==> config.mk <==
export PLATFORM = sky130hd
export DESIGN_NAME = hack_cpu
export DESIGN_NICKNAME = d
export VERILOG_FILES = /design/src/hdl/hack_isa_pkg.sv /design/src/hdl/hack_mem_pkg.sv /design/src/hdl/hack_alu.sv /design/src/hdl/hack_cpu.sv
export SDC_FILE = /design/constraint.sdc
export NUM_CORES = 1
export LEC_CHECK = 0
export BUFFER_PORTS_ARGS = -buffer_cell sky130_fd_sc_hd__buf_2
export CAP_MARGIN = 20
export CORE_MARGIN = 10
export CORE_UTILIZATION = 50
export CTS_BUF_LIST = sky130_fd_sc_hd__clkbuf_2 sky130_fd_sc_hd__clkbuf_4 sky130_fd_sc_hd__clkbuf_8
export DETAILED_ROUTE_END_ITERATION = 8
export PLACE_DENSITY = 0.71
export SETUP_SLACK_MARGIN = 0.15
export SLEW_MARGIN = 20
export SYNTH_ARGS = -nofsm -noshare
export SYNTH_HDL_FRONTEND = slang
export SYNTH_SLANG_ARGS = --single-unit
==> constraint.sdc <==
create_clock -name clk -period 5.2 [get_ports clk]
set_input_delay 0.52 -clock clk [delete_from_list [all_inputs] [get_ports clk]]
set_output_delay 0.52 -clock clk [all_outputs]
set_load 0.01 [all_outputs]
==> src/hdl/hack_isa_pkg.sv <==
package hack_isa_pkg;

  // one machine word, used for data and for instructions alike
  typedef logic [15:0] word_t;

  // bit 15 tells a C-instruction (set) from an A-instruction (clear)
  localparam int unsigned c_inst_bit = 15;

  // bit 12 selects memory rather than the A register as the y operand
  localparam int unsigned a_sel_bit = 12;

  // ALU control field, instruction bits 11 down to 6
  typedef struct packed {
    logic zx;
    logic nx;
    logic zy;
    logic ny;
    logic f;
    logic no;
  } alu_ctrl_t;

  // destination field, instruction bits 5 down to 3
  typedef struct packed {
    logic a;
    logic d;
    logic m;
  } dest_t;

  // jump field, instruction bits 2 down to 0
  typedef struct packed {
    logic lt;
    logic eq;
    logic gt;
  } jump_t;

  // CPU sequencer states
  typedef enum logic [2:0] {
    inst_fetch,
    inst_decode,
    mem_read,
    mem_fetch,
    write_back
  } cpu_state_t;

endpackage

==> src/hdl/hack_mem_pkg.sv <==
package hack_mem_pkg;

  import hack_isa_pkg::*;

  // data address as driven by the A register
  typedef logic [15:0] mem_addr_t;

  // word offset inside video RAM, 8K words
  typedef logic [12:0] vram_index_t;

  // shared video RAM window in the data address space
  localparam mem_addr_t vram_base = 16'h4000;
  localparam mem_addr_t vram_last = 16'h5fff;

  // data request from the CPU, load writes wdata at addr on the clock edge
  typedef struct packed {
    mem_addr_t addr;
    word_t     wdata;
    logic      load;
  } mem_req_t;

  // true when the address falls in the shared video RAM window
  function automatic logic is_vram(mem_addr_t addr);
    return (addr >= vram_base) && (addr <= vram_last);
  endfunction

  // word offset of a video RAM address relative to the window base
  function automatic vram_index_t vram_offset(mem_addr_t addr);
    mem_addr_t offset;
    offset = addr - vram_base;
    return offset[12:0];
  endfunction

endpackage

==> src/hdl/hack_alu.sv <==
`timescale 1ns/1ps

module hack_alu
  import hack_isa_pkg::*;
(
  input  word_t     x,
  input  word_t     y,
  input  alu_ctrl_t ctrl,
  output word_t     result,
  output logic      zero,
  output logic      neg
);

  word_t x_zeroed;
  word_t x_final;
  word_t y_zeroed;
  word_t y_final;
  word_t f_out;

  always_comb begin
    // each operand can be forced to zero and then bitwise inverted
    x_zeroed = ctrl.zx ? '0 : x;
    x_final  = ctrl.nx ? ~x_zeroed : x_zeroed;
    y_zeroed = ctrl.zy ? '0 : y;
    y_final  = ctrl.ny ? ~y_zeroed : y_zeroed;

    // f picks the adder, otherwise the bitwise and
    f_out = ctrl.f ? (x_final + y_final) : (x_final & y_final);

    // the result itself can be inverted as the last step
    result = ctrl.no ? ~f_out : f_out;
  end

  // flags describe the final result, as the jump logic reads them
  assign zero = (result == '0);
  assign neg  = result[15];

endmodule

==> src/hdl/hack_cpu.sv <==
`timescale 1ns/1ps

module hack_cpu
  import hack_isa_pkg::*;
  import hack_mem_pkg::*;
(
  input  logic     clk,
  input  logic     reset,
  input  word_t    instruction,
  output word_t    prog_counter,
  output mem_req_t mem_req,
  input  word_t    mem_rdata,
  input  logic     mem_busy
);

  cpu_state_t state;

  word_t a_reg;
  word_t d_reg;

  // operands and control bits latched during decode
  word_t     alu_x;
  word_t     alu_y;
  alu_ctrl_t ctrl_q;
  dest_t     dest_q;
  jump_t     jump_q;

  word_t alu_result;
  logic  alu_zero;
  logic  alu_neg;
  logic  take_jump;
  logic  fast_mem;
  logic  wb_ready;

  // counts the video RAM read latency once busy has dropped
  logic [1:0] mem_wait;

  hack_alu alu (
    .x      (alu_x),
    .y      (alu_y),
    .ctrl   (ctrl_q),
    .result (alu_result),
    .zero   (alu_zero),
    .neg    (alu_neg)
  );

  // anything outside video RAM is private to the CPU and answers at once
  assign fast_mem = !is_vram(a_reg);

  assign take_jump = (jump_q.lt && alu_neg) ||
                     (jump_q.eq && alu_zero) ||
                     (jump_q.gt && !alu_neg && !alu_zero);

  // write back may finish unless it stores to video RAM held by the reader
  assign wb_ready = !dest_q.m || fast_mem || !mem_busy;

  assign mem_req.addr  = a_reg;
  assign mem_req.wdata = alu_result;

  // the store strobe fires only in the cycle the write back completes
  assign mem_req.load = (state == write_back) && dest_q.m && wb_ready;

  always_ff @(posedge clk) begin
    if (reset) begin
      state        <= inst_fetch;
      prog_counter <= '0;
      a_reg        <= '0;
      d_reg        <= '0;
      mem_wait     <= '0;
    end else begin
      case (state)
        inst_fetch: begin
          // the ROM needs this cycle to present the word at prog_counter
          state <= inst_decode;
        end
        inst_decode: begin
          if (instruction[c_inst_bit]) begin
            ctrl_q <= alu_ctrl_t'(instruction[11:6]);
            dest_q <= dest_t'(instruction[5:3]);
            jump_q <= jump_t'(instruction[2:0]);
            alu_x  <= d_reg;
            if (instruction[a_sel_bit]) begin
              state <= mem_read;
            end else begin
              alu_y <= a_reg;
              state <= write_back;
            end
          end else begin
            a_reg <= instruction;
            state <= inst_fetch;
          end
          // step ahead now so the next word is already fetched when this one ends
          prog_counter <= prog_counter + 16'd1;
        end
        mem_read: begin
          if (fast_mem) begin
            state <= mem_fetch;
          end else begin
            // video RAM data arrives two cycles after the reader lets go
            case (mem_wait)
              2'd0: mem_wait <= mem_busy ? 2'd0 : 2'd1;
              2'd1: mem_wait <= 2'd2;
              default: state <= mem_fetch;
            endcase
          end
        end
        mem_fetch: begin
          mem_wait <= '0;
          alu_y    <= mem_rdata;
          state    <= write_back;
        end
        write_back: begin
          if (wb_ready) begin
            if (dest_q.a) begin
              a_reg <= alu_result;
            end
            if (dest_q.d) begin
              d_reg <= alu_result;
            end
            // a taken jump drops the speculative address and refetches
            if (take_jump) begin
              prog_counter <= a_reg;
              state        <= inst_fetch;
            end else begin
              state <= inst_decode;
            end
          end
        end
        default: begin
          state <= inst_fetch;
        end
      endcase
    end
  end

endmodule

**Word-level counts from Yosys, hierarchy flattened**

Index checks and enable logic that the tools add are counted.

- Add/sub/neg operators: 2
- Magnitude comparators: 2
- Equality and inequality tests: 14
- Muxes and demuxes: 27
- Bitwise gates (word level): 5
- Reductions and logical operators: 30

Operator list:

| kind | number |
|---|---|
| 16-bit two-way mux | 13 |
| 16-bit one-hot mux with 2 select lines | 3 |
| 16-bit inverter | 3 |
| 16-bit by 1-bit adder with 16-bit output (second input constant) | 1 |
| 16-bit adder | 1 |
| 16-bit bitwise AND | 1 |
| 16-bit by 15-bit greater-or-equal comparator with 1-bit output (second input constant) | 1 |
| 16-bit by 15-bit less-or-equal comparator with 1-bit output (second input constant) | 1 |
| 16-bit logical NOT | 1 |
| 3-bit two-way mux | 5 |
| 3-bit one-hot mux with 5 select lines | 1 |
| 2-bit != test (second input constant) | 7 |
| 3-bit AND reduction | 4 |
| 2-bit one-hot mux with 2 select lines | 2 |
| 4-bit AND reduction | 2 |
| 1-bit logical AND | 7 |
| 3-bit by 2-bit == test with 1-bit output (second input constant) | 2 |
| 3-bit != test (second input constant) | 2 |
| 2-bit nonzero test | 3 |
| 1-bit logical NOT | 5 |
| 1-bit logical OR | 4 |
| 3-bit by 1-bit == test with 1-bit output (second input constant) | 1 |
| 3-bit == test (second input constant) | 1 |
| 3-bit logical NOT | 1 |
| 7 further kinds | 8 |

- Flip-flop bits (word level): 97
- Input bits: 35
- Output and inout bits: 49

**Depth between registers and ports, before layout**

Gate-level depths: netlist (run 1).

- Depth after elaboration: 14
- Gate-level depth with buffers: 19
- Mapped depth without buffers: 17

**By module**

From an unflattened synthesis (run 1), not the netlist that was laid out.

- Cell total of the unflattened synthesis: 681
- Area, all modules: 6352.3 sq um

By module, submodules not included:

| module | times used | cells an instance | area each (sq um) | sequential area each (sq um) |
|---|---|---|---|---|
| hack_cpu | 1 | 414 | 4445.5 | 2382.3 |
| hack_alu | 1 | 267 | 1906.8 | 0.0 |

**Worst setup path before layout (run 1)**

No wires, ideal clock.

- Kind: input to register
- From: input port reset
- To: register alu_x[0], enable pin
- Library setup time: 0.494 ns
- Arrival time: 3.909 ns
- Path slack: 0.797 ns
- Stages: 3
- Path buffers: 2
- Cells stage by stage: clkbuf_1 -> clkbuf_1 -> nor4b_1

- Cells in the longest elaborated chain, start to end: 2

RTL lines:

| element | line | RTL |
|---|---|---|
| from (decl) | hack_cpu.sv:8 | `input logic reset,` |
| 1-bit inverter (no line) | n/a |  |
| 3-bit AND reduction (no line) | n/a |  |
| to (signal assigned) | hack_cpu.sv:81 | `alu_x <= d_reg;` |
| to (decl) | hack_cpu.sv:22 | `word_t alu_x;` |

Every way passes these cells.
A chain may end at the register's enable or synchronous reset.

**Worst setup path after layout (run 1)**

- From: register ctrl_q[5] in the netlist's numbering
- To: register prog_counter[12]

- Cells in the longest elaborated chain, start to end: 13
- Elaborated cells on any way between the ends: 19
- Those cells by class: add/sub (1); eq/ne (1); mux (4); bitwise (3); reduce/logical (10)

RTL lines:

| element | line | RTL |
|---|---|---|
| from (decl) | hack_cpu.sv:24 | `alu_ctrl_t ctrl_q;` |
| from (signal assigned) | hack_cpu.sv:78 | `ctrl_q <= alu_ctrl_t'(instruction[11:6]);` |
| 16-bit two-way mux (*) | hack_alu.sv:22 | `x_zeroed = ctrl.zx ? '0 : x;` |
| 16-bit inverter | hack_alu.sv:23 | `x_final = ctrl.nx ? ~x_zeroed : x_zeroed;` |
| 16-bit two-way mux (*) | hack_alu.sv:23 |  |
| 16-bit adder or 16-bit bitwise AND (tied branches) | hack_alu.sv:28 | `f_out = ctrl.f ? (x_final + y_final) : (x_final & y_final);` |
| 16-bit two-way mux (*) | hack_alu.sv:28 |  |
| 16-bit inverter | hack_alu.sv:31 | `result = ctrl.no ? ~f_out : f_out;` |
| 16-bit two-way mux (*) | hack_alu.sv:31 |  |
| 16-bit logical NOT or 1-bit logical NOT (tied branches) | hack_alu.sv:35, hack_cpu.sv:52 |  |
| 1-bit logical AND (tied with other cells) | hack_cpu.sv:51 | `(jump_q.eq && alu_zero) \|\|` |
| 1-bit logical OR or 1-bit logical AND (tied branches) | hack_cpu.sv:50, hack_cpu.sv:52 |  |
| 1-bit logical OR (*) | hack_cpu.sv:51 |  |
| 2-bit != test (no line) (*) | n/a |  |
| 3-bit AND reduction (no line) (*) | n/a |  |
| to (signal assigned) | hack_cpu.sv:93 | `prog_counter <= prog_counter + 16'd1;` |
| to (signal assigned) | hack_cpu.sv:122 | `prog_counter <= a_reg;` |
| to (decl) | hack_cpu.sv:10 | `output word_t prog_counter,` |

Every way passes the cells marked *; elsewhere a longest branch is shown, timed or not.

==> run_results.csv, run 1 <==
group,metric,value,unit
die,pin_count,84,
power,p_sw,534,uW
global_route,grt_overflow,0,
power,pwr-share-comb,22.4,%
critical_path,cp-start-kind,"register",
die,die_height,131,um
synthesis,yosys_warnings,0,
die,rows,40,
cts,clkSinkCount,97,
cts,cts_tree,"yes",
drt,avgRoutedWirePerCell,18.6,um
critical_path,path_max_fanout,30,
power,clockPowerShare,28.5,%
sta,fin_crit_sh,89.4,%
power,leakage,0.00256,uW
die,dieWidth,131,um
sta,fmax,215,MHz
cells_and_area,layout.cells.most_common_list,"90 x nand2_1, 83 x buf_2, 59 x nor2_1",
global_route,antenna_found_initial,0,
synthesis,synth_cell_type_count,75,
min_path,hold_path_startpoint,"instruction[3]",
placement,dp_slack,612,ps
synthesis,syn_nets,733,
drt,viasPerCell,5.95,
drt,routed_wl,16700,um
cts,postCtsSetupRepairBufs,0,
global_route,grt.total_usage,19.9,%
drt,drcViolationCount,0,
global_route,grt_pass1_vias,5314,
cells_and_area,final_cells,894,
cts,clk_pin_slew,100,ps
sta,rsz0062_at_grt,"false",
drt,dr.pass1.iters,5,
cells_and_area,seq_area,0.00238,mm^2
power,seq_power_share,49.1,%
critical_path,path_class,"reg -> reg",
power,power_density,256,mW/mm^2
cts,clock-root-buffer,"clkbuf_8",
run_status,status,"finished clean",
cells_and_area,nFillCells,1076,
cells_and_area,drive_gt1_share,21.0,%
cells_and_area,antenna_cells,0,
cells_and_area,final_nets,795,
cts,numCtsBuffers,9,
placement,routabilityCongestion,0.931,
sta,tns,0,ps
cts,clock_latency,360,ps
min_path,min_path_type,"in -> reg",
cells_and_area,final_cell_area,0.00681,mm^2
synthesis,synth_ff_type,"dfxtp_1",
cts,hold_buffers,0,
critical_path,r2r_slack,550,ps
cells_and_area,utilization,56.7,%
sta,setup_viol_count_final,0,
placement,port_buffers,83,
sta,slew_headroom,26.3,%
synthesis,yosysSeqAreaShare,39.0,%
synthesis,syn_avg_cell_area,8.98,um^2
sta,min_period,4650,ps
critical_path,cp.arrival,4960,ps
critical_path,crit_path_end,"prog_counter[12]",
placement,dpl-instance-area,0.00661,mm^2
synthesis,ys_ff_latch,97,
placement,hpwl,12500,um
drt,drt.antenna.violating_nets,0,
die,die_area,0.0170,mm^2
power,ir_drop,0.164,mV
cts,cts_resized,0,
cts,clock_path_buffers,2,
sta,worst_slack,550,ps
flow_run,maxCapViolCount,0,
cells_and_area,final_common_cell,"nand2_1",
critical_path,reg2reg_to,"prog_counter[12]",
placement,dp_cells,878,
sta,hold_viol_final,0,
synthesis,synth-edff-count,44,
drt,vias,5316,
cells_and_area,area_growth,11.5,%
die,coreArea,0.0120,mm^2
critical_path,critPathLaunch,"ctrl_q[5]",
synthesis,synth_cells,680,
drt,initialDrtViolationCount,457,
synthesis,synth_area,0.00611,mm^2
die,start_util,50.9,%
sta,final-max-slew-violation-count,0,
critical_path,end_kind,"register",
cts,h-tree-depth,3,
cells_and_area,multi_input_area,0.00346,mm^2
synthesis,synthArstFlopShare,0,%
critical_path,reg2reg_from,"ctrl_q[5]",
power,swShare,30.7,%
sta,tightest_slew,1110,ps
power,p_int,1210,uW
global_route,grt_max_degree,55,
critical_path,r2r_cells,17,
sta,fin_skew,9.23,ps
global_route,grt_pass1_wl,26800,um
critical_path,cp.required,5510,ps
[layer usage]
layer | vias up | GRT usage, % | wire, um
met2 | 209 | 32.0 | 7800
met1 | 2516 | 25.1 | 7320
met5 | - | 0 | 0
met3 | 31 | 3.87 | 1020
met4 | 0 | 9.35 | 515
li1 | 2560 | - | -
[Yosys cell counts (all sizes together), types with 3 or more instances]
cell | number | area share, %
clkbuf | 26 | 1.6
xnor2 | 45 | 6.6
nor3 | 16 | 1.3
nand2 | 90 | 5.5
nor2 | 59 | 3.6
buf | 20 | 2.0
dfxtp | 53 | 17
nor3b | 3 | 0.37
o21ai | 20 | 1.6
a211oi | 9 | 1.5
o32ai | 4 | 0.70
a21oi | 47 | 4.0
nand2b | 37 | 3.8
o221ai | 3 | 0.43
and3 | 4 | 0.41
or3 | 5 | 0.51
a311oi | 13 | 1.9
inv | 16 | 0.98
nand3 | 18 | 1.5
nor2b | 11 | 1.3
edfxtp | 44 | 22
o31ai | 11 | 1.6
and2 | 5 | 0.51
nand4 | 3 | 0.31
or4 | 3 | 0.37
mux2i | 9 | 1.7
o21a | 3 | 0.37
a21o | 4 | 0.49
mux2 | 19 | 3.6
ha | 17 | 3.5
o211ai | 8 | 0.98
a22oi | 3 | 0.37
xor2 | 7 | 1.0
a31oi | 13 | 1.3
or2 | 6 | 0.61
[logic make-up after synthesis]
family	after synthesis	share of synthesized area, %
xor+xnor	52	7.58
fa+ha+maj	18	3.81
flops	97	39.0
simple gates	268	21.5
mux	28	5.24
compound gates	155	18.3
buf+inv	62	4.61
[power groups by stage]
stage               registers (uW)  clock network (uW)  logic (uW)
floorplan                      864                   0         270
global placement               869                   0         377
detailed placement             871                   0         386
CTS                            853                 506         389
global route                   857                 534         428
finish                         854                 497         390
[how the worst min path moves through the flow]
| stage | to | slack, ps | cells past startpoint |
|---|---|---|---|
| after detailed placement | alu_x[15] | 420 | 0 |
| after floorplan | alu_x[0] | 410 | 0 |
| after global placement | alu_x[8] | 410 | 0 |
| after CTS | dest_q[0] | 330 | 1 |
| after global routing | dest_q[0] | 330 | 1 |
| final | dest_q[0] | 350 | 1 |
[per-stage QoR]
| step | power (uW) | hold slack, ps |
|---|---|---|
| detailed placement | 1260 | 416 |
| finish | 1740 | 345 |
| global route | 1820 | 332 |
| global placement | 1250 | 411 |
| CTS | 1750 | 329 |
| floorplan | 1130 | 408 |
[area by class of cell]
cell class	instances	share of cell area (%)
Clock buffer	9	1.82
Timing Repair Buffer	97	7.64
Multi-Input combinational cell	521	50.8
Clock inverter	7	1.16
Inverter	16	0.882
Tap cell	147	2.70
Sequential cell	97	35.0
[worst max-delay path: stages (launching register included)]
cell      delay [ps]
edfxtp_1         560
nand2b_1         230
xnor2_1          160
ha_1             270
inv_1             70
fa_1             440
nor2b_4          160
o211ai_1          90
o41ai_1           70
a21oi_1          130
xnor2_1          230
or4_1            550
nor4b_2          400
and4b_4          340
o31ai_4           70
buf_4            260
or4_1            490
nand2_1           70
(Power assumes the default switching activity.)
==> run 2, diff against run 1 <==
--- a/config.mk
+++ b/config.mk
@@ -11,7 +11,7 @@
 export CORE_UTILIZATION = 50
 export CTS_BUF_LIST = sky130_fd_sc_hd__clkbuf_2 sky130_fd_sc_hd__clkbuf_4 sky130_fd_sc_hd__clkbuf_8
 export DETAILED_ROUTE_END_ITERATION = 8
-export PLACE_DENSITY = 0.71
+export PLACE_DENSITY = 0.74
 export SETUP_SLACK_MARGIN = 0.15
 export SLEW_MARGIN = 20
 export SYNTH_ARGS = -nofsm -noshare
==> constraint.sdc (replaced) <==
create_clock -name clk -period 4 [get_ports clk]
set_input_delay 0.4 -clock clk [delete_from_list [all_inputs] [get_ports clk]]
set_output_delay 0.4 -clock clk [all_outputs]
set_load 0.01 [all_outputs]
==> run 2 against run 1 <==
  * The run now ends with setup timing left
  * Clock-buffer cell count did not move
  * Critical path depth did not move
  * Die area did not move
  * Worst setup slack got worse by 880 ps
  * Clock power rose by 40%
  * Via count rose by 4.1%
  * Cell count rose by 6.0%
  * Sequential power rose by 30%
  * Hold slack got worse by 120 ps
  * Register-to-register slack got worse by 880 ps
  * Sequential share of layout area fell by 3.4 points
  * Cell area rose by 11%
  * Critical path type unchanged
  * Critical endpoint unchanged
==> run_results.csv, run 2 (synthesized netlist as in run 1, its figures left out) <==
group,metric,value,unit
die,start_util,50.9,%
cts,clock_latency,370,ps
sta,fmax,231,MHz
min_path,min_path_type,"in -> reg",
die,rows,40,
global_route,antenna_found_initial,0,
cells_and_area,final_cells,948,
critical_path,r2r_cells,17,
power,pwr-share-comb,26.4,%
power,power_density,325,mW/mm^2
placement,hpwl,13100,um
placement,dpl-instance-area,0.00696,mm^2
placement,dp_cells,919,
critical_path,path_max_fanout,11,
drt,drt.antenna.violating_nets,0,
drt,routed_wl,17800,um
flow_run,maxCapViolCount,0,
placement,dp_slack,-165,ps
cells_and_area,layout.cells.most_common_list,"90 x nand2_1, 83 x buf_2, 59 x nor2_1, 59 x buf_4, 53 x dfxtp_1",
run_status,status,"finished, violations left",
critical_path,cp.required,4320,ps
cells_and_area,antenna_cells,0,
placement,routabilityCongestion,0.875,
critical_path,reg2reg_to,"prog_counter[12]",
sta,min_period,4330,ps
sta,tightest_slew,1090,ps
sta,fin_skew,6.12,ps
global_route,grt_max_degree,55,
cells_and_area,final_common_cell,"nand2_1",
min_path,hold_path_startpoint,"instruction[3]",
global_route,grt_pass1_wl,27500,um
cells_and_area,final_nets,849,
drt,drcViolationCount,0,
placement,port_buffers,83,
min_path,holdPathEnd,"dest_q[0]",
critical_path,end_kind,"register",
drt,avgRoutedWirePerCell,18.8,um
global_route,grt_overflow,0,
critical_path,path_class,"reg -> reg",
critical_path,cp.arrival,4650,ps
critical_path,r2r_slack,-330,ps
die,die_height,131,um
cts,cts_tree,"yes",
drt,vias,5533,
min_path,hold_depth,1,
cts,hold_buffers,0,
die,dieWidth,131,um
die,coreArea,0.0120,mm^2
power,ir_drop,0.281,mV
cts,h-tree-depth,3,
sta,rsz0062_at_grt,"true",
cts,numCtsBuffers,9,
cts,clock-root-buffer,"clkbuf_8",
die,die_area,0.0170,mm^2
critical_path,reg2reg_from,"ctrl_q[3]",
cts,clk_pin_slew,90,ps
drt,initialDrtViolationCount,550,
global_route,grt_pass1_vias,5427,
power,p_int,1720,uW
sta,hold_viol_final,0,
critical_path,cp-start-kind,"register",
cts,clkSinkCount,97,
drt,viasPerCell,5.84,
global_route,grt.total_usage,20.2,%
cells_and_area,area_growth,23.6,%
cells_and_area,final_cell_area,0.00755,mm^2
sta,final-max-slew-violation-count,0,
sta,setup_viol_count_final,16,
sta,fin_crit_sh,108,%
power,leakage,0.00298,uW
sta,whs,225,ps
cells_and_area,utilization,62.8,%
cells_and_area,drive_gt1_share,30.5,%
die,pin_count,84,
power,clockPowerShare,28.4,%
power,swShare,30.0,%
sta,slew_headroom,27.2,%
power,seq_power_share,45.2,%
run_status,violations,"setup timing",
drt,dr.pass1.iters,5,
cts,clock_path_buffers,2,
sta,worst_slack,-334,ps
power,p_sw,736,uW
[run 2: critical path: stages, from the launching register on]
cell       delay (ps)
edfxtp_1          440
buf_4             190
nand2b_1          170
xnor2_1           240
ha_1              370
nor2b_2           230
or4_1             520
a31oi_4           240
nor4bb_2           90
a31oi_2           260
nor4b_4           100
buf_4             160
a211oi_4          300
o31ai_4           110
buf_6             160
clkbuf_16         160
or4_1             460
nand2_1            70
[run 2: layout make-up]
| class | count | area [um^2] |
|---|---|---|
| flip-flops and latches | 97 | 2380 |
| clock buffers | 9 | 124 |
| clock inverters | 7 | 95.1 |
| multi-input cells | 521 | 3700 |
| inverters | 16 | 60.1 |
| well taps | 147 | 184 |
| repair buffers | 151 | 1000 |
| fillers | 980 | 4460 |
[run 2: power by group through the flow]
stage	Sequential [uW]	Clock [uW]	Combinational, uW
6_report	1110	697	649
5_1_grt	1120	740	697
4_1_cts	1110	698	583
3_5_place_dp	1130	0	568
3_3_place_gp	1130	0	553
2_1_floorplan	1120	0	353
[run 2: how the worst max path moves through the flow]
stage,endpoint,slack (ps),start
6_report,prog_counter[12],-330,ctrl_q[3]
5_1_grt,prog_counter[0],-450,ctrl_q[5]
4_1_cts,prog_counter[9],-170,ctrl_q[3]
3_5_place_dp,prog_counter[9],-160,ctrl_q[3]
3_3_place_gp,prog_counter[12],-90,ctrl_q[5]
2_1_floorplan,prog_counter[13],150,ctrl_q[3]
[run 2: repair_timing]
| item | 4_1_cts | 5_1_grt |
|---|---|---|
| setup endpoints to repair | 18 | 25 |
| cloned | 0 | 2 |
| pin swaps | 0 | 10 |
| resized for setup | 5 | 36 |
| buffers inserted | 3 | 8 |
[run 2: stage by stage]
step / total power (uW) / setup TNS, ps
final: 2460 / -3640
after detailed placement: 1700 / -1280
after CTS: 2390 / -1730
after floorplan: 1480 / 0
after global placement: 1680 / -383
after global routing: 2550 / -6000
[run 2: per-layer routing]
metal | routed length (um) | GRT usage (%)
met1 | 7320 | 24.9
met2 | 9010 | 35.1
met3 | 1110 | 3.95
met4 | 397 | 5.30
met5 | 0 | 0
==> run 3, diff against run 2 <==
--- a/config.mk
+++ b/config.mk
@@ -7,11 +7,10 @@
 export LEC_CHECK = 0
 export BUFFER_PORTS_ARGS = -buffer_cell sky130_fd_sc_hd__buf_2
 export CAP_MARGIN = 20
-export CORE_MARGIN = 10
 export CORE_UTILIZATION = 50
 export CTS_BUF_LIST = sky130_fd_sc_hd__clkbuf_2 sky130_fd_sc_hd__clkbuf_4 sky130_fd_sc_hd__clkbuf_8
 export DETAILED_ROUTE_END_ITERATION = 8
-export PLACE_DENSITY = 0.74
+export PLACE_DENSITY_LB_ADDON = 0.12
 export SETUP_SLACK_MARGIN = 0.15
 export SLEW_MARGIN = 20
 export SYNTH_ARGS = -nofsm -noshare
==> run 3 against run 2 <==
  * The flow still finishes with violations (setup timing)
  * Die area is 26% lower
  * First-iteration DRC count decreased by 23%
  * Critical path depth increased by 2
  * Register-to-register slack gained 140 ps
  * Clock skew up 9.2 ps
  * Critical endpoint is now prog_counter[7]
==> run_results.csv, run 3 (synthesized netlist as in run 1, its figures left out) <==
group,metric,value,unit
cells_and_area,final_nets,846,
critical_path,crit_path_frequent_cell,"inv_2",
cells_and_area,final_cells,945,
sta,fin_crit_sh,105,%
cells_and_area,multi_input_area,0.00373,mm^2
power,power_density,325,mW/mm^2
sta,rsz0062_at_grt,"true",
cells_and_area,final_cell_area,0.00755,mm^2
global_route,grt_pass1_vias,5086,
critical_path,path_cells,"nand2b_4, xnor2_2, ha_2, inv_2, fa_2, nor2b_4, o2111a_2, o41ai_4, or2_1, o221a_4, xnor2_4, inv_2, mux2_4, and4b_4, o31ai_4, clkbuf_16, buf_12, o211ai_1, o31ai_1",
drt,avgRoutedWirePerCell,17.5,um
cells_and_area,drive_gt1_share,30.7,%
placement,hpwl,12100,um
global_route,gr-usage-met3,3.29,%
drt,dr.pass1.iters,5,
sta,min_period,4190,ps
global_route,grt_pass1_wl,26300,um
cts,h-tree-depth,3,
global_route,use_met1,35.4,%
cells_and_area,nFillCells,1010,
sta,final-max-slew-violation-count,0,
sta,tightest_slew,1140,ps
sta,hold_viol_final,0,
placement,port_buffers,83,
die,dieWidth,113,um
cts,clkSinkCount,97,
critical_path,cp.arrival,4450,ps
cts,clock-root-buffer,"clkbuf_8",
die,die_area,0.0127,mm^2
critical_path,cp-start-kind,"register",
critical_path,end_kind,"register",
drt,initialDrtViolationCount,423,
min_path,min_path_type,"in -> reg",
cells_and_area,area_growth,23.7,%
cts,clock_latency,370,ps
cells_and_area,final_common_cell,"nand2_1",
global_route,grt_use_met2,45.3,%
global_route,grt.total_usage,26.7,%
cts,clock_path_buffers,2,
cts,clk_pin_slew,90,ps
sta,fmax,238,MHz
sta,slew_headroom,24.3,%
power,ir_drop,0.213,mV
drt,vias,5350,
critical_path,r2r_cells,19,
critical_path,reg2reg_to,"prog_counter[7]",
run_status,status,"finished, violations left",
placement,dpl-instance-area,0.00693,mm^2
cells_and_area,antenna_cells,0,
sta,tns,-2030,ps
run_status,violations,"setup timing",
cells_and_area,seq_area,0.00238,mm^2
die,coreArea,0.0120,mm^2
critical_path,path_max_fanout,6,
drt,viasPerCell,5.66,
critical_path,r2r_slack,-190,ps
flow_run,maxCapViolCount,0,
drt,drt.antenna.violating_nets,0,
drt,drcViolationCount,0,
sta,setup_viol_count_final,16,
global_route,grt_max_degree,55,
global_route,antenna_found_initial,0,
min_path,holdPathEnd,"dest_q[1]",
sta,worst_slack,-195,ps
critical_path,reg2reg_from,"ctrl_q[5]",
cells_and_area,utilization,63.1,%
placement,dp_slack,-233,ps
min_path,hold_path_startpoint,"instruction[4]",
cells_and_area,layout.cells.most_common_list,"89 x nand2_1, 82 x buf_2, 59 x nor2_1",
die,pin_count,84,
critical_path,cpMaxStageDelayCell,"edfxtp_1",
critical_path,path_class,"reg -> reg",
power,leakage,0.00296,uW
min_path,hold_depth,1,
die,die_height,113,um
placement,routabilityCongestion,0.888,
global_route,gr-max-usage-layer,"met2",
placement,dp_cells,916,
drt,routed_wl,16600,um
global_route,grt_overflow,0,
cts,numCtsBuffers,9,
critical_path,worst_path_largest_cell_delay,490,ps
die,start_util,51.1,%
critical_path,cp.required,4250,ps
die,rows,40,
sta,fin_skew,15.3,ps
cts,cts_tree,"yes",
run 3: cell count changes in the layout (fill, tap and decap cells not counted), moves of 3 or more:
cell / before / now
a21oi_1: 41 / 37
a21oi_2: 5 / 9
buf_4: 59 / 55
buf_6: 5 / 8
o21ai_0: 15 / 12
o21ai_1: 5 / 8
xnor2_2: 10 / 7
run 3: worst max-delay path by stage:
stage | from | endpoint | slack [ps] | depth (start not counted)
2_1_floorplan | ctrl_q[3] | prog_counter[13] | 150 | 18
3_3_place_gp | ctrl_q[3] | prog_counter[12] | -190 | 18
3_5_place_dp | ctrl_q[5] | prog_counter[12] | -230 | 17
4_1_cts | ctrl_q[5] | prog_counter[12] | -110 | 18
5_1_grt | ctrl_q[5] | prog_counter[4] | -350 | 18
6_report | ctrl_q[5] | prog_counter[7] | -190 | 19
run 3: critical path, delay by kind of cell (launching register included):
| family | cells | cell delay [ps] |
|---|---|---|
| AO/OA/AOI/OAI | 6 | 1130 |
| AND/OR/NAND/NOR | 4 | 820 |
| adder cells (fa/ha/maj) | 2 | 590 |
| flip-flops | 1 | 490 |
| buffers and inverters | 4 | 440 |
| XOR/XNOR | 2 | 300 |
| multiplexers | 1 | 290 |
run 3: timing repair:
item	in CTS	in global routing
gates resized for setup	28	24
hold buffers	0	0
cloned	1	1
pin swaps	0	13
endpoints found under the setup margin	18	24
setup buffers	7	4
run 3: routing by layer:
layer | wire, um | vias to the layer above
li1 | - | 2651
met1 | 7320 | 2503
met2 | 8250 | 174
met3 | 679 | 22
met4 | 335 | 0
met5 | 0 | -
run 3: cell type report:
class / instances / area share (%)
timing repair buffer: 148 / 13.0
clock inverter: 6 / 1.19
multi-input combinational: 521 / 49.3
sequential: 97 / 31.5
tap: 147 / 2.43
inverter: 16 / 0.795
clock buffer: 10 / 1.74
run 3: stage by stage:
| stage | hold slack (ps) | power (uW) |
|---|---|---|
| 6_report | 229 | 2460 |
| 4_1_cts | 218 | 2410 |
| 3_3_place_gp | 412 | 1670 |
| 5_1_grt | 204 | 2560 |
| 2_1_floorplan | 408 | 1480 |
| 3_5_place_dp | 415 | 1680 |
run 3: report_power, final:
group	internal, uW	total, uW	switching (uW)
logic	298	642	343
clock network	362	708	346
registers	1070	1110	37.1
